<file path="config.mk">
export PLATFORM = sky130hd
export DESIGN_NAME = pkt_tx_flat
export DESIGN_NICKNAME = d
export VERILOG_FILES = /design/src/source/daq_pkg.sv /design/src/source/wb_if.sv /design/src/source/pkt_tx.sv /design/src/flat_wrapper.sv
export VERILOG_INCLUDE_DIRS = /design/src /design/src/include
export SDC_FILE = /design/constraint.sdc
export NUM_CORES = 1
export LEC_CHECK = 0
export BUFFER_PORTS_ARGS = -buffer_cell sky130_fd_sc_hd__buf_4
export CAP_MARGIN = 20
export CORE_MARGIN = 4
export CORE_UTILIZATION = 40
export DETAILED_ROUTE_END_ITERATION = 10
export SYNTH_ARGS = -nofsm -noshare
export SYNTH_HDL_FRONTEND = slang
export SYNTH_SLANG_ARGS = --single-unit
</file>
<file path="constraint.sdc">
create_clock -name clk -period 2.45 [get_ports clk]
set_clock_uncertainty 0.1 [all_clocks]
set_input_delay 0.1225 -clock clk [delete_from_list [all_inputs] [get_ports clk]]
set_output_delay 0.1225 -clock clk [all_outputs]
set_load 0.05 [all_outputs]
</file>
<file path="src/include/daq_config.svh">
`ifndef DAQ_CONFIG_SVH
`define DAQ_CONFIG_SVH

`define DAQ_SYNC          8'hA5

// RAM regions
`define DAQ_ADDR_INIT     12'hFE0
`define DAQ_ADDR_LINK     12'hFCC
`define DAQ_ADDR_TYPE     12'hFC0
`define DAQ_ADDR_TEMP     12'hFC4
`define DAQ_ADDR_DATA0    12'h000
`define DAQ_FRAME_STRIDE  12'h240
`define DAQ_FRAMES        6

// samples per conversion block
`define DAQ_BLOCK         16
`define DAQ_LINK_POLLS    12
`define DAQ_TX_TIMEOUT    64
`define DAQ_ADC_ID        8'h3C
`define DAQ_LINK_WORD     8'h5A

`endif
</file>
<file path="src/source/daq_pkg.sv">
package daq_pkg;

    // packet types carried in the type byte of every frame
    typedef enum logic [3:0] {
        BAG_INIT   = 4'd0,
        // host commands
        BAG_DIDX   = 4'd5,
        BAG_DPARAM = 4'd6,
        BAG_DDIDX  = 4'd7,
        // console replies
        BAG_DLINK  = 4'd8,
        BAG_DTYPE  = 4'd9,
        BAG_DTEMP  = 4'd10,
        BAG_DATA0  = 4'd13,
        BAG_DATA1  = 4'd14,
        BAG_ERROR  = 4'd15
    } bag_type_t;

    // byte address and byte length into the shared RAM
    typedef logic [11:0] ram_addr_t;
    typedef logic [11:0] ram_len_t;

endpackage

</file>
<file path="src/source/wb_if.sv">
`timescale 1ns/1ps

interface wb_if;
    logic               cyc;
    logic               stb;
    logic               we;
    daq_pkg::ram_addr_t adr;
    logic [7:0]         dat_w;
    logic [7:0]         dat_r;
    logic               ack;

    // classic cycle, master holds cyc and stb until a one-cycle ack
    modport master (
        output cyc, stb, we, adr, dat_w,
        input  dat_r, ack
    );

    modport slave (
        input  cyc, stb, we, adr, dat_w,
        output dat_r, ack
    );
endinterface

</file>
<file path="src/source/pkt_tx.sv">
`timescale 1ns/1ps
`include "daq_config.svh"

module pkt_tx (
    input  logic               clk,
    input  logic               rst,
    input  logic               fs_com_send,
    input  daq_pkg::bag_type_t send_btype,
    input  daq_pkg::ram_addr_t ram_addr_init,
    input  daq_pkg::ram_len_t  ram_dlen,
    output logic               fd_com_send,
    output logic               fd_com_txer,
    wb_if.master               wb,
    output logic [7:0]         tx_data,
    output logic               tx_valid,
    input  logic               tx_ready
);
    typedef enum logic [3:0] {
        S_IDLE, S_SYNC, S_TYPE, S_LENH, S_LENL, S_FETCH, S_DATA, S_CSUM, S_DONE, S_TXER
    } state_t;

    state_t            state;
    daq_pkg::ram_len_t cnt;
    logic [7:0]        tx_byte;
    logic [7:0]        csum;
    logic [7:0]        stall;
    logic              sending;
    logic              timeout;

    assign sending = (state == S_SYNC) || (state == S_TYPE) || (state == S_LENH) ||
                     (state == S_LENL) || (state == S_DATA) || (state == S_CSUM);
    assign timeout = sending && !tx_ready && (stall == 8'(`DAQ_TX_TIMEOUT - 1));

    assign tx_valid    = sending;
    assign tx_data     = tx_byte;
    assign fd_com_send = (state == S_DONE);
    assign fd_com_txer = (state == S_TXER);

    assign wb.cyc   = (state == S_FETCH);
    assign wb.stb   = (state == S_FETCH);
    assign wb.we    = 1'b0;
    assign wb.adr   = ram_addr_init + cnt;
    assign wb.dat_w = 8'h00;

    always_ff @(posedge clk or posedge rst) begin
        if (rst) begin
            stall <= '0;
            csum  <= '0;
        end else begin
            stall <= (sending && !tx_ready) ? stall + 8'd1 : 8'd0;
            // checksum covers the type byte through the last data byte
            if (state == S_IDLE) csum <= '0;
            else if (sending && tx_ready && state != S_SYNC && state != S_CSUM) csum <= csum ^ tx_byte;
        end
    end

    always_ff @(posedge clk or posedge rst) begin
        if (rst) begin
            state   <= S_IDLE;
            cnt     <= '0;
            tx_byte <= '0;
        end else if (timeout) begin
            state <= S_TXER;
        end else begin
            case (state)
                S_IDLE: begin
                    cnt     <= '0;
                    tx_byte <= `DAQ_SYNC;
                    if (fs_com_send) state <= S_SYNC;
                end
                S_SYNC: begin
                    if (tx_ready) begin
                        tx_byte <= {4'h0, send_btype};
                        state   <= S_TYPE;
                    end
                end
                S_TYPE: begin
                    if (tx_ready) begin
                        tx_byte <= {4'h0, ram_dlen[11:8]};
                        state   <= S_LENH;
                    end
                end
                S_LENH: begin
                    if (tx_ready) begin
                        tx_byte <= ram_dlen[7:0];
                        state   <= S_LENL;
                    end
                end
                S_LENL: begin
                    if (tx_ready && ram_dlen == '0) begin
                        tx_byte <= csum ^ tx_byte;
                        state   <= S_CSUM;
                    end else if (tx_ready) begin
                        state <= S_FETCH;
                    end
                end
                // each data byte is read from RAM before it is presented
                S_FETCH: begin
                    if (wb.ack) begin
                        tx_byte <= wb.dat_r;
                        state   <= S_DATA;
                    end
                end
                S_DATA: begin
                    if (tx_ready) begin
                        cnt <= cnt + 12'd1;
                        if (cnt + 12'd1 == ram_dlen) begin
                            tx_byte <= csum ^ tx_byte;
                            state   <= S_CSUM;
                        end else begin
                            state <= S_FETCH;
                        end
                    end
                end
                S_CSUM: if (tx_ready) state <= S_DONE;
                default: state <= S_IDLE;
            endcase
        end
    end

endmodule

</file>
<file path="src/flat_wrapper.sv">
// flat-port wrapper written by rule: the top's interface ports become plain ports
module pkt_tx_flat 
  (clk, rst, fs_com_send, send_btype, ram_addr_init, ram_dlen, fd_com_send, fd_com_txer, tx_data, tx_valid, tx_ready, wb_cyc, wb_stb, wb_we, wb_adr, wb_dat_w, wb_dat_r, wb_ack);
  wb_if wb_i ();
  input  logic clk;
  input  logic rst;
  input  logic fs_com_send;
  input  daq_pkg::bag_type_t send_btype;
  input  daq_pkg::ram_addr_t ram_addr_init;
  input  daq_pkg::ram_len_t ram_dlen;
  output logic fd_com_send;
  output logic fd_com_txer;
  output logic [7:0] tx_data;
  output logic tx_valid;
  input  logic tx_ready;
  output wire logic [$bits(wb_i.cyc)-1:0] wb_cyc;
  output wire logic [$bits(wb_i.stb)-1:0] wb_stb;
  output wire logic [$bits(wb_i.we)-1:0] wb_we;
  output wire logic [$bits(wb_i.adr)-1:0] wb_adr;
  output wire logic [$bits(wb_i.dat_w)-1:0] wb_dat_w;
  input wire logic [$bits(wb_i.dat_r)-1:0] wb_dat_r;
  input wire logic [$bits(wb_i.ack)-1:0] wb_ack;
  assign wb_cyc = wb_i.cyc;
  assign wb_stb = wb_i.stb;
  assign wb_we = wb_i.we;
  assign wb_adr = wb_i.adr;
  assign wb_dat_w = wb_i.dat_w;
  assign wb_i.dat_r = wb_dat_r;
  assign wb_i.ack = wb_ack;
  pkt_tx u_core (.clk(clk), .rst(rst), .fs_com_send(fs_com_send), .send_btype(send_btype), .ram_addr_init(ram_addr_init), .ram_dlen(ram_dlen), .fd_com_send(fd_com_send), .fd_com_txer(fd_com_txer), .wb(wb_i), .tx_data(tx_data), .tx_valid(tx_valid), .tx_ready(tx_ready));
endmodule
</file>
# Word level (Yosys, flattened, before mapping)
# Cells that the tools add are included.
# classes
add_sub_neg	3
eq_ne	28
mux	25
n_bitwise	2
reduce_logical	20
# op_table
cell	count
8-bit two-way mux	10
8-bit one-hot mux with 7 select lines	1
4-bit two-way mux	10
4-bit one-hot mux with 8 select lines	1
12-bit one-hot mux with 2 select lines	1
3-bit by 2-bit != test with 1-bit output, second input constant	6
4-bit by 3-bit equality test with 1-bit output, second input constant	4
12-bit by 1-bit adder with 12-bit output, second input constant	1
12-bit adder	1
12-bit equality test	1
12-bit zero test	1
12-bit two-way mux	1
2-bit != test, second input constant	6
9-bit AND reduction	1
8-bit by 1-bit adder with 8-bit output, second input constant	1
4-bit by 2-bit equality test with 1-bit output, second input constant	2
4-bit equality test, second input constant	2
8-bit by 6-bit equality test with 1-bit output, second input constant	1
4-bit by 3-bit != test with 1-bit output, second input constant	2
8-bit AND reduction	1
8-bit bitwise XOR	1
7-bit nonzero test	1
1-bit logical AND	6
1-bit logical OR	5
10 further kinds	11
# word_totals
ff_bits	40
input_bits	41
output_inout_bits	34

# Depth between registers and ports, before layout
# Gate-level depths: netlist of run 1.
# depth
ltp_word	11
ltp_mapped	10
ltp_nobuf	10

# Worst setup path before layout of run 1
# OpenSTA, ideal clock, no wires.
# synth_path
path_type	register -> output
start	register u_core.cnt[1]
end	output port wb_adr[11]
arrival_ps	2685
required_time_ps	2227
slack_ps	-458
path_stages_with_launch	9
n_path_buf	0
path_cell_list	dfrtp_1 > ha_1 > a21oi_1 > o211ai_1 > a31oi_1 > nor2b_1 > o21a_1 > o41a_1 > xnor2_1
# synth_between
elab_chain_cells	1
# synth_rtl
element	line	text
start: declaration	pkt_tx.sv:23	daq_pkg::ram_len_t cnt;
start signal: assignment	pkt_tx.sv:106	cnt <= cnt + 12'd1;
12-bit adder	pkt_tx.sv:42	assign wb.adr = ram_addr_init + cnt;
end: declaration	flat_wrapper.sv:19	output wire logic [$bits(wb_i.adr)-1:0] wb_adr;
# No other way between the ends.

# Final worst setup path of run 1
# layout_path
start	register u_core.cnt[0]
end	output port wb_adr[10]
# The elaborated chain is that of the path after synthesis.

==> impl_results.md, run 1 <==
* Status: complete, but fails checks
* Drt pass-1 iters at 4
* Startpoint types: register
* Failing checks: negative setup slack
* Final hold vios at 0
* LEAKAGE at 0.00203 uW
* Inst Count DP at 596
* CP cell instances: ha_4, inv_2, fa_2, nor2b_1, o21ai_2, a21boi_2, o21ai_2, a21oi_2, mux2i_2, nand3_4, buf_6
* Final Non-Filler Cells at 616
* CP Class: reg -> out
* CTS max path bufs at 2
* Synth warn at 0
* EDFF count, synth at 0
* DIE HEIGHT at 99.1 um
* Die W at 99.1 um
* Die area at 9820 sq um
* Syn Inst Count at 411
* Synth Area per Inst at 8.07 sq um
* Root Driver: clkbuf_8
* Total routed wirelength at 9450 um
* Post-route ant nets at 0
* Final setup violation count at 4
* Design Power at 4020 uW
* CP Capture Point: wb_adr[10]
* Synthesized area at 3320 sq um
* Crit path required time at 2230 ps
* Area growth from synthesis to layout at 39.1%
* Number of diodes at 0
* Slew Viols, Final at 0
* Synth unique cells at 59
* Largest area contributor in the netlist: dfrtp_1
* Vias in the first global route at 3,258
* Max-cap violations at 0
* Fin Hold WS at 5.07 ps
* Tmin final at 2650 ps
* Worst Max-Slew Pin Slew at 544 ps
* Critical Path Stages at 11
* Slew margin rel. at 63.7%
* CP delay by family, top: compound AO/OA/AOI/OAI gates
* Post-synth top cells: nor2_1, o21ai_0, dfrtp_1
* Total gr overflow at 0
* CTS tree: yes
* Cells on worst reg2reg path at 10
* Worst Path Buf+Inv at 2
* Maximum fanout along the worst path at 2
* Routed len/inst at 15.3 um
* CP dominant cell by count: o21ai_2
* Crit path launch: u_core.cnt[0]
* Pre-CTS setup slack at -86.5 ps
* Setup TNS at -526 ps
* Hpwl dp at 7140 um
* # IOs at 75
* Flops & latches, synth at 40
* Clock latency on the worst-skew pair at 300 ps
* Reg-to-reg endpoint: u_core.tx_data[1]
* R2r startpoint: u_core.cnt[0]
* Clock sinks at 40
* Gr usage total at 19.0%
* First-pass GRT wire length at 15,500 um
* Critical Path Slowest Stage Cell: dfrtp_2
* Synth top area cells: dfrtp_1, o21ai_0, nor2_1, xnor2_1, ha_1
* Max Fclk at 378 MHz
* Initial antenna violation count at 0
* Largest net degree at the start of global routing at 41
* Pwr/cell area at 872 nW/um^2
* Buffers on Ports at 65
* Vias per inst at 5.50
* H-tree Lvls at 2
* Initial core utilization at 42.1%
* Post-route clock period utilization at 108%
* Num CTS Buffers at 5
* Top_reg_cell synth: dfrtp_1
* Rows at 32
* Max stage delay on crit path at 390 ps
* Worst path arrival time at 2430 ps
* Clk slew on worst S/H paths at 80 ps
* DRC violations left at 0
* PnR worst setup slack at -199 ps
* Initial detailed-routing violation count at 167
* CP Capture Type: output pin
* RSZ-0062 raised after global routing: true
* Worst reg-to-reg setup slack at 10 ps
* Post-synthesis sequential area ratio at 30.2%
* Vias at 3,385
* Synth top area share at 30.2%
* FILL cells at 751
* Peak supply drop at 641 uV
* Synth async-reset ratio at 100%
* Hold WC Path Type: in -> reg
* Core area at 7890 sq um
* Fraction of layout cells with a size suffix above 1 at 32.7%
* Routability cong. at 0.861
* Most frequent cell after synthesis: nor2_1
* Nets at 569
==> routing by layer <==
layer / part of all wire, % / wire length, um / GRT usage [%]
met1: 46 / 4310 / 26.3
met2: 48 / 4560 / 31.0
met3: 5.2 / 492 / 3.40
met4: 0.90 / 85 / 3.89
met5: 0 / 0 / 0
==> logic make-up after synthesis <==
| kind of cell | synth area share, % |
|---|---|
| mux | 2.11 |
| buf+inv | 6.49 |
| fa+ha+maj | 5.88 |
| other cells | 0.113 |
| flops | 30.2 |
| simple gates | 23.3 |
| compound gates | 23.0 |
| xor+xnor | 8.97 |
==> worst min-delay path by stage <==
stage	from	endpoint	slack [ps]	cells after the start
after floorplan	ram_dlen[4]	u_core.tx_data[4]	220	2
after global placement	rst	u_core.stall[3]	190	3
after detailed placement	rst	u_core.stall[4]	200	3
after CTS	wb_dat_r[6]	u_core.tx_data[6]	5	3
after global routing	wb_dat_r[6]	u_core.tx_data[6]	20	3
final	wb_dat_r[6]	u_core.tx_data[6]	5	3
==> layout by cell type, fill, tap and decap left out, types with 9 or more instances in the layout <==
| cell type | instances |
|---|---|
| a21oi_1 | 11 |
| buf_4 | 106 |
| conb_1 | 9 |
| dfrtp_1 | 37 |
| inv_1 | 17 |
| nand2_1 | 21 |
| nand2b_1 | 9 |
| nand3_1 | 10 |
| nor2_1 | 54 |
| nor3_1 | 12 |
| o21ai_0 | 42 |
| o21ai_1 | 10 |
| o31ai_1 | 9 |
| xnor2_1 | 20 |
| xor2_1 | 9 |
==> final cells by class <==
class	instances	area [sq um]	share of cell area, %
clock inverters	1	30.0	0.651
well taps	102	128	2.77
repair buffers	113	877	19.0
flip-flops and latches	40	1000	21.8
clock buffers	7	96.3	2.09
inverters	18	67.6	1.46
multi-input cells	335	2410	52.3
==> worst reg2reg max path, stage by stage, from the launching register on <==
cell and delay (ps):
dfrtp_2 430, buf_4 140, buf_8 130, ha_4 180, and2_4 140, a211o_1 260, a31oi_2 220, a311oi_2 80
a31oi_2 180, nand2b_4 170, mux2_4 290
==> state kept, by name (all words and copies together) (netlist names) <==
name / count
u_core.state: 4
u_core.stall: 8
u_core.cnt: 12
u_core.csum: 8
u_core.tx_data: 8
==> per-stage QoR <==
stage	utilization, %	cell area [sq um]
3_3_place_gp	53.0	4180
6_report	58.5	4610
2_1_floorplan	-	3450
5_1_grt	58.5	4610
3_5_place_dp	53.0	4180
4_1_cts	57.2	4520
==> power by group <==
part           internal (uW)  switching (uW)
combinational            905            1480
clock                    360             240
sequential               835             208
total                   2100            1920
==> timing repair <==
item	in CTS	in global routing
buffers inserted	6	6
setup endpoints to repair	13	15
hold buffers	1	0
hold endpoints to repair	40	0
gates cloned	0	0
resized for setup	32	16
pin swaps	14	9
Note: power is estimated with default switching activity, not from simulation.
==> run 2: changes to the inputs <==
- BUFFER_PORTS_ARGS: -buffer_cell sky130_fd_sc_hd__buf_4 -> not set
- CTS_BUF_LIST: not set -> sky130_fd_sc_hd__clkbuf_8
- DONT_BUFFER_PORTS: not set -> 1
==> run 2 against run 1 <==
  * The run still ends with negative setup slack left
  * Global-route usage down 0.30 points
  * Highest routed layer unchanged
  * Die area unchanged
  * Critical path type is now reg -> reg
  * First-iteration DRC count up 3.0%
  * Non-clock buffer count down 46
  * Design area down 7.2%
  * Clock power down 8.2%
  * Combinational power down 13%
==> impl_results.md, run 2 (synthesis results as in run 1) <==
* Setup TNS at -1960 ps (-1430 ps)
* Rows at 32 (unchanged)
* Combinational power share at 53.2% (-6.0 points)
* Routed len/inst at 16.4 um (+7.0%)
* RSZ-0062 raised after global routing: true
* Buffers on Ports at 0 (-100%)
* Gr usage total at 18.7% (-0.30 points)
* Startpoint types: register
* Min-Delay Path Depth at 3 (unchanged)
* Vias at 3,251 (-4.0%)
* Max-cap violations at 0 (unchanged)
* Net switching power at 1930 uW (+0.35%)
* CP cell instances: buf_6, buf_6, buf_6, nand4_4, or3_4, o31a_1, nor4_4, a31oi_2, nand2b_4, mux2_4
* CP Capture Type: register
* Initial antenna violation count at 0 (unchanged)
* Nets at 523 (-8.1%)
* Drt pass-1 iters at 5 (+1)
* Hpwl dp at 7020 um (-1.7%)
* Commonest non-fill, non-tap cell in the layout: nor2_1
* R2r startpoint: u_core.cnt[1]
* Maximum fanout along the worst path at 6 (+4)
* Routability cong. at 0.851 (-1.1%)
* Clock latency on the worst-skew pair at 290 ps (about the same)
* Min-delay src: tx_ready
* WHS Endpoint: u_core.cnt[6]
* Initial detailed-routing violation count at 172 (+3.0%)
* Critical Path Slowest Stage Cell: dfrtp_1
* CP dominant cell by count: buf_6
* Most frequent cells in the layout: nor2_1, buf_4, o21ai_0
* Tmin final at 2650 ps (+5.57 ps)
* Peak supply drop at 658 uV (+2.7%)
* Pwr/cell area at 913 nW/um^2 (+4.7%)
* Max stage delay on crit path at 400 ps (about the same)
* Post-route clock period utilization at 108% (+0.23 points)
* FILL cells at 709 (-5.6%)
* # IOs at 75 (unchanged)
* Die W at 99.1 um (unchanged)
* Net Sw Frac at 49.4% (+1.5 points)
* Max Fclk at 377 MHz (-0.21%)
* CTS tree: yes
* First-pass GRT wire length at 15,100 um (-2.5%)
* Core area at 7890 sq um (unchanged)
* Vias per inst at 5.70 (+3.8%)
* Clk slew on worst S/H paths at 90 ps (about the same)
* Slew margin rel. at 59.0% (-4.7 points)
* Inst Count DP at 540 (-9.4%)
* Post-route ant nets at 0 (unchanged)
* Final setup violation count at 14 (+10)
* Largest Register: u_core.cnt
* Initial core utilization at 42.1% (unchanged)
* Fraction of layout cells with a size suffix above 1 at 25.2% (-7.5 points)
* PnR worst setup slack at -205 ps (-5.57 ps)
* Root Driver: clkbuf_8
* Vias in the first global route at 3,056 (-6.2%)
* Final hold vios at 0 (unchanged)
* Crit path required time at 2540 ps (+310 ps)
* Area growth from synthesis to layout at 29.1%
* Total gr overflow at 0 (unchanged)
* DIE HEIGHT at 99.1 um (unchanged)
* Worst Max-Slew Pin Slew at 613 ps (+69.3 ps)
* Multi-input logic area at 2390 sq um (-0.88%)
* CTS max path bufs at 2 (unchanged)
* Final Non-Filler Cells at 570 (-7.5%)
* Clock sinks at 40 (unchanged)
* Die area at 9820 sq um (unchanged)
* Clock share of power at 14.1% (-0.8 points)
* CP Class: reg -> reg
* Reg area at 1000 sq um (unchanged)
* Worst path arrival time at 2740 ps (+310 ps)
* Failing checks: negative setup slack
* Status: complete, but fails checks
* Pint at 1980 uW (-5.7%)
* Hold WC Path Type: in -> reg
* LEAKAGE at 0.00180 uW (-11%)
* Reg-to-reg endpoint: u_core.tx_data[1]
* Max reg flops at 12 (unchanged)
* DRC violations left at 0 (unchanged)
* Num CTS Buffers at 5 (unchanged)
* Number of diodes at 0 (unchanged)
* Register share of total power at 32.7% (+6.8 points)
* H-tree Lvls at 2 (unchanged)
* Cells on worst reg2reg path at 10 (unchanged)
* Worst reg-to-reg setup slack at -200 ps (-210 ps)
* Slew Viols, Final at 0 (unchanged)
* Total routed wirelength at 9360 um (-0.98%)
* Largest net degree at the start of global routing at 41 (unchanged)
## run 2: stage by stage
stage | util, % | area (sq um) | power (uW) | hold slack, ps | setup slack [ps]
floorplan | - | 3450 | 2650 | 220 | -162
global placement | 48.3 | 3810 | 3100 | 81.1 | -9.45
detailed placement | 48.3 | 3810 | 3140 | 88.5 | -36.1
CTS | 52.2 | 4120 | 3760 | 10.5 | -272
global route | 54.3 | 4280 | 4200 | 21.7 | -341
finish | 54.3 | 4280 | 3910 | 13.8 | -205
## run 2: critical path, delay by kind of cell, from the launching register on
kind	cells	cell delay (ps)
buffers and inverters	3	320
muxes	1	290
and+or+nand+nor	4	1010
DFF	1	400
AOI/OAI and AO/OA	2	430
## run 2: worst max path at each step
stage | startpoint | to | cells after the start
floorplan | u_core.cnt[1] | wb_adr[11] | 8
global placement | u_core.cnt[0] | wb_adr[10] | 10
detailed placement | u_core.cnt[0] | wb_adr[10] | 10
CTS | u_core.cnt[1] | wb_adr[11] | 9
global route | u_core.cnt[1] | wb_adr[10] | 11
finish | u_core.cnt[1] | u_core.tx_data[1] | 10
## run 2: repair_timing
action	CTS	global route
gates resized for setup	17	29
setup endpoints to repair	7	14
hold buffers	8	0
pin swaps	12	16
endpoints found under the hold margin	47	0
cloned	0	0
buffers inserted	7	7
## run 2: area by class of cell
cell class | count | area share, %
Multi-Input combinational cell | 335 | 55.8
Sequential cell | 40 | 23.5
Timing Repair Buffer | 67 | 13.6
Tap cell | 102 | 2.98
Clock buffer | 5 | 1.61
Inverter | 18 | 1.58
Clock inverter | 3 | 0.993
## run 2: power by group through the flow
stage	registers [uW]	clock network (uW)	logic, uW
6_report	1280	551	2080
5_1_grt	1310	600	2290
2_1_floorplan	1210	0	1450
3_3_place_gp	1280	0	1820
3_5_place_dp	1290	0	1850
4_1_cts	1270	564	1930
## run 2: routing by layer
layer | track usage (%) | wire length [um] | up-vias
met1 | 24.8 | 4090 | 1586
met4 | 3.78 | 74 | 0
met3 | 5.80 | 713 | 8
li1 | - | - | 1580
met5 | 0 | 0 | -
met2 | 30.1 | 4470 | 77
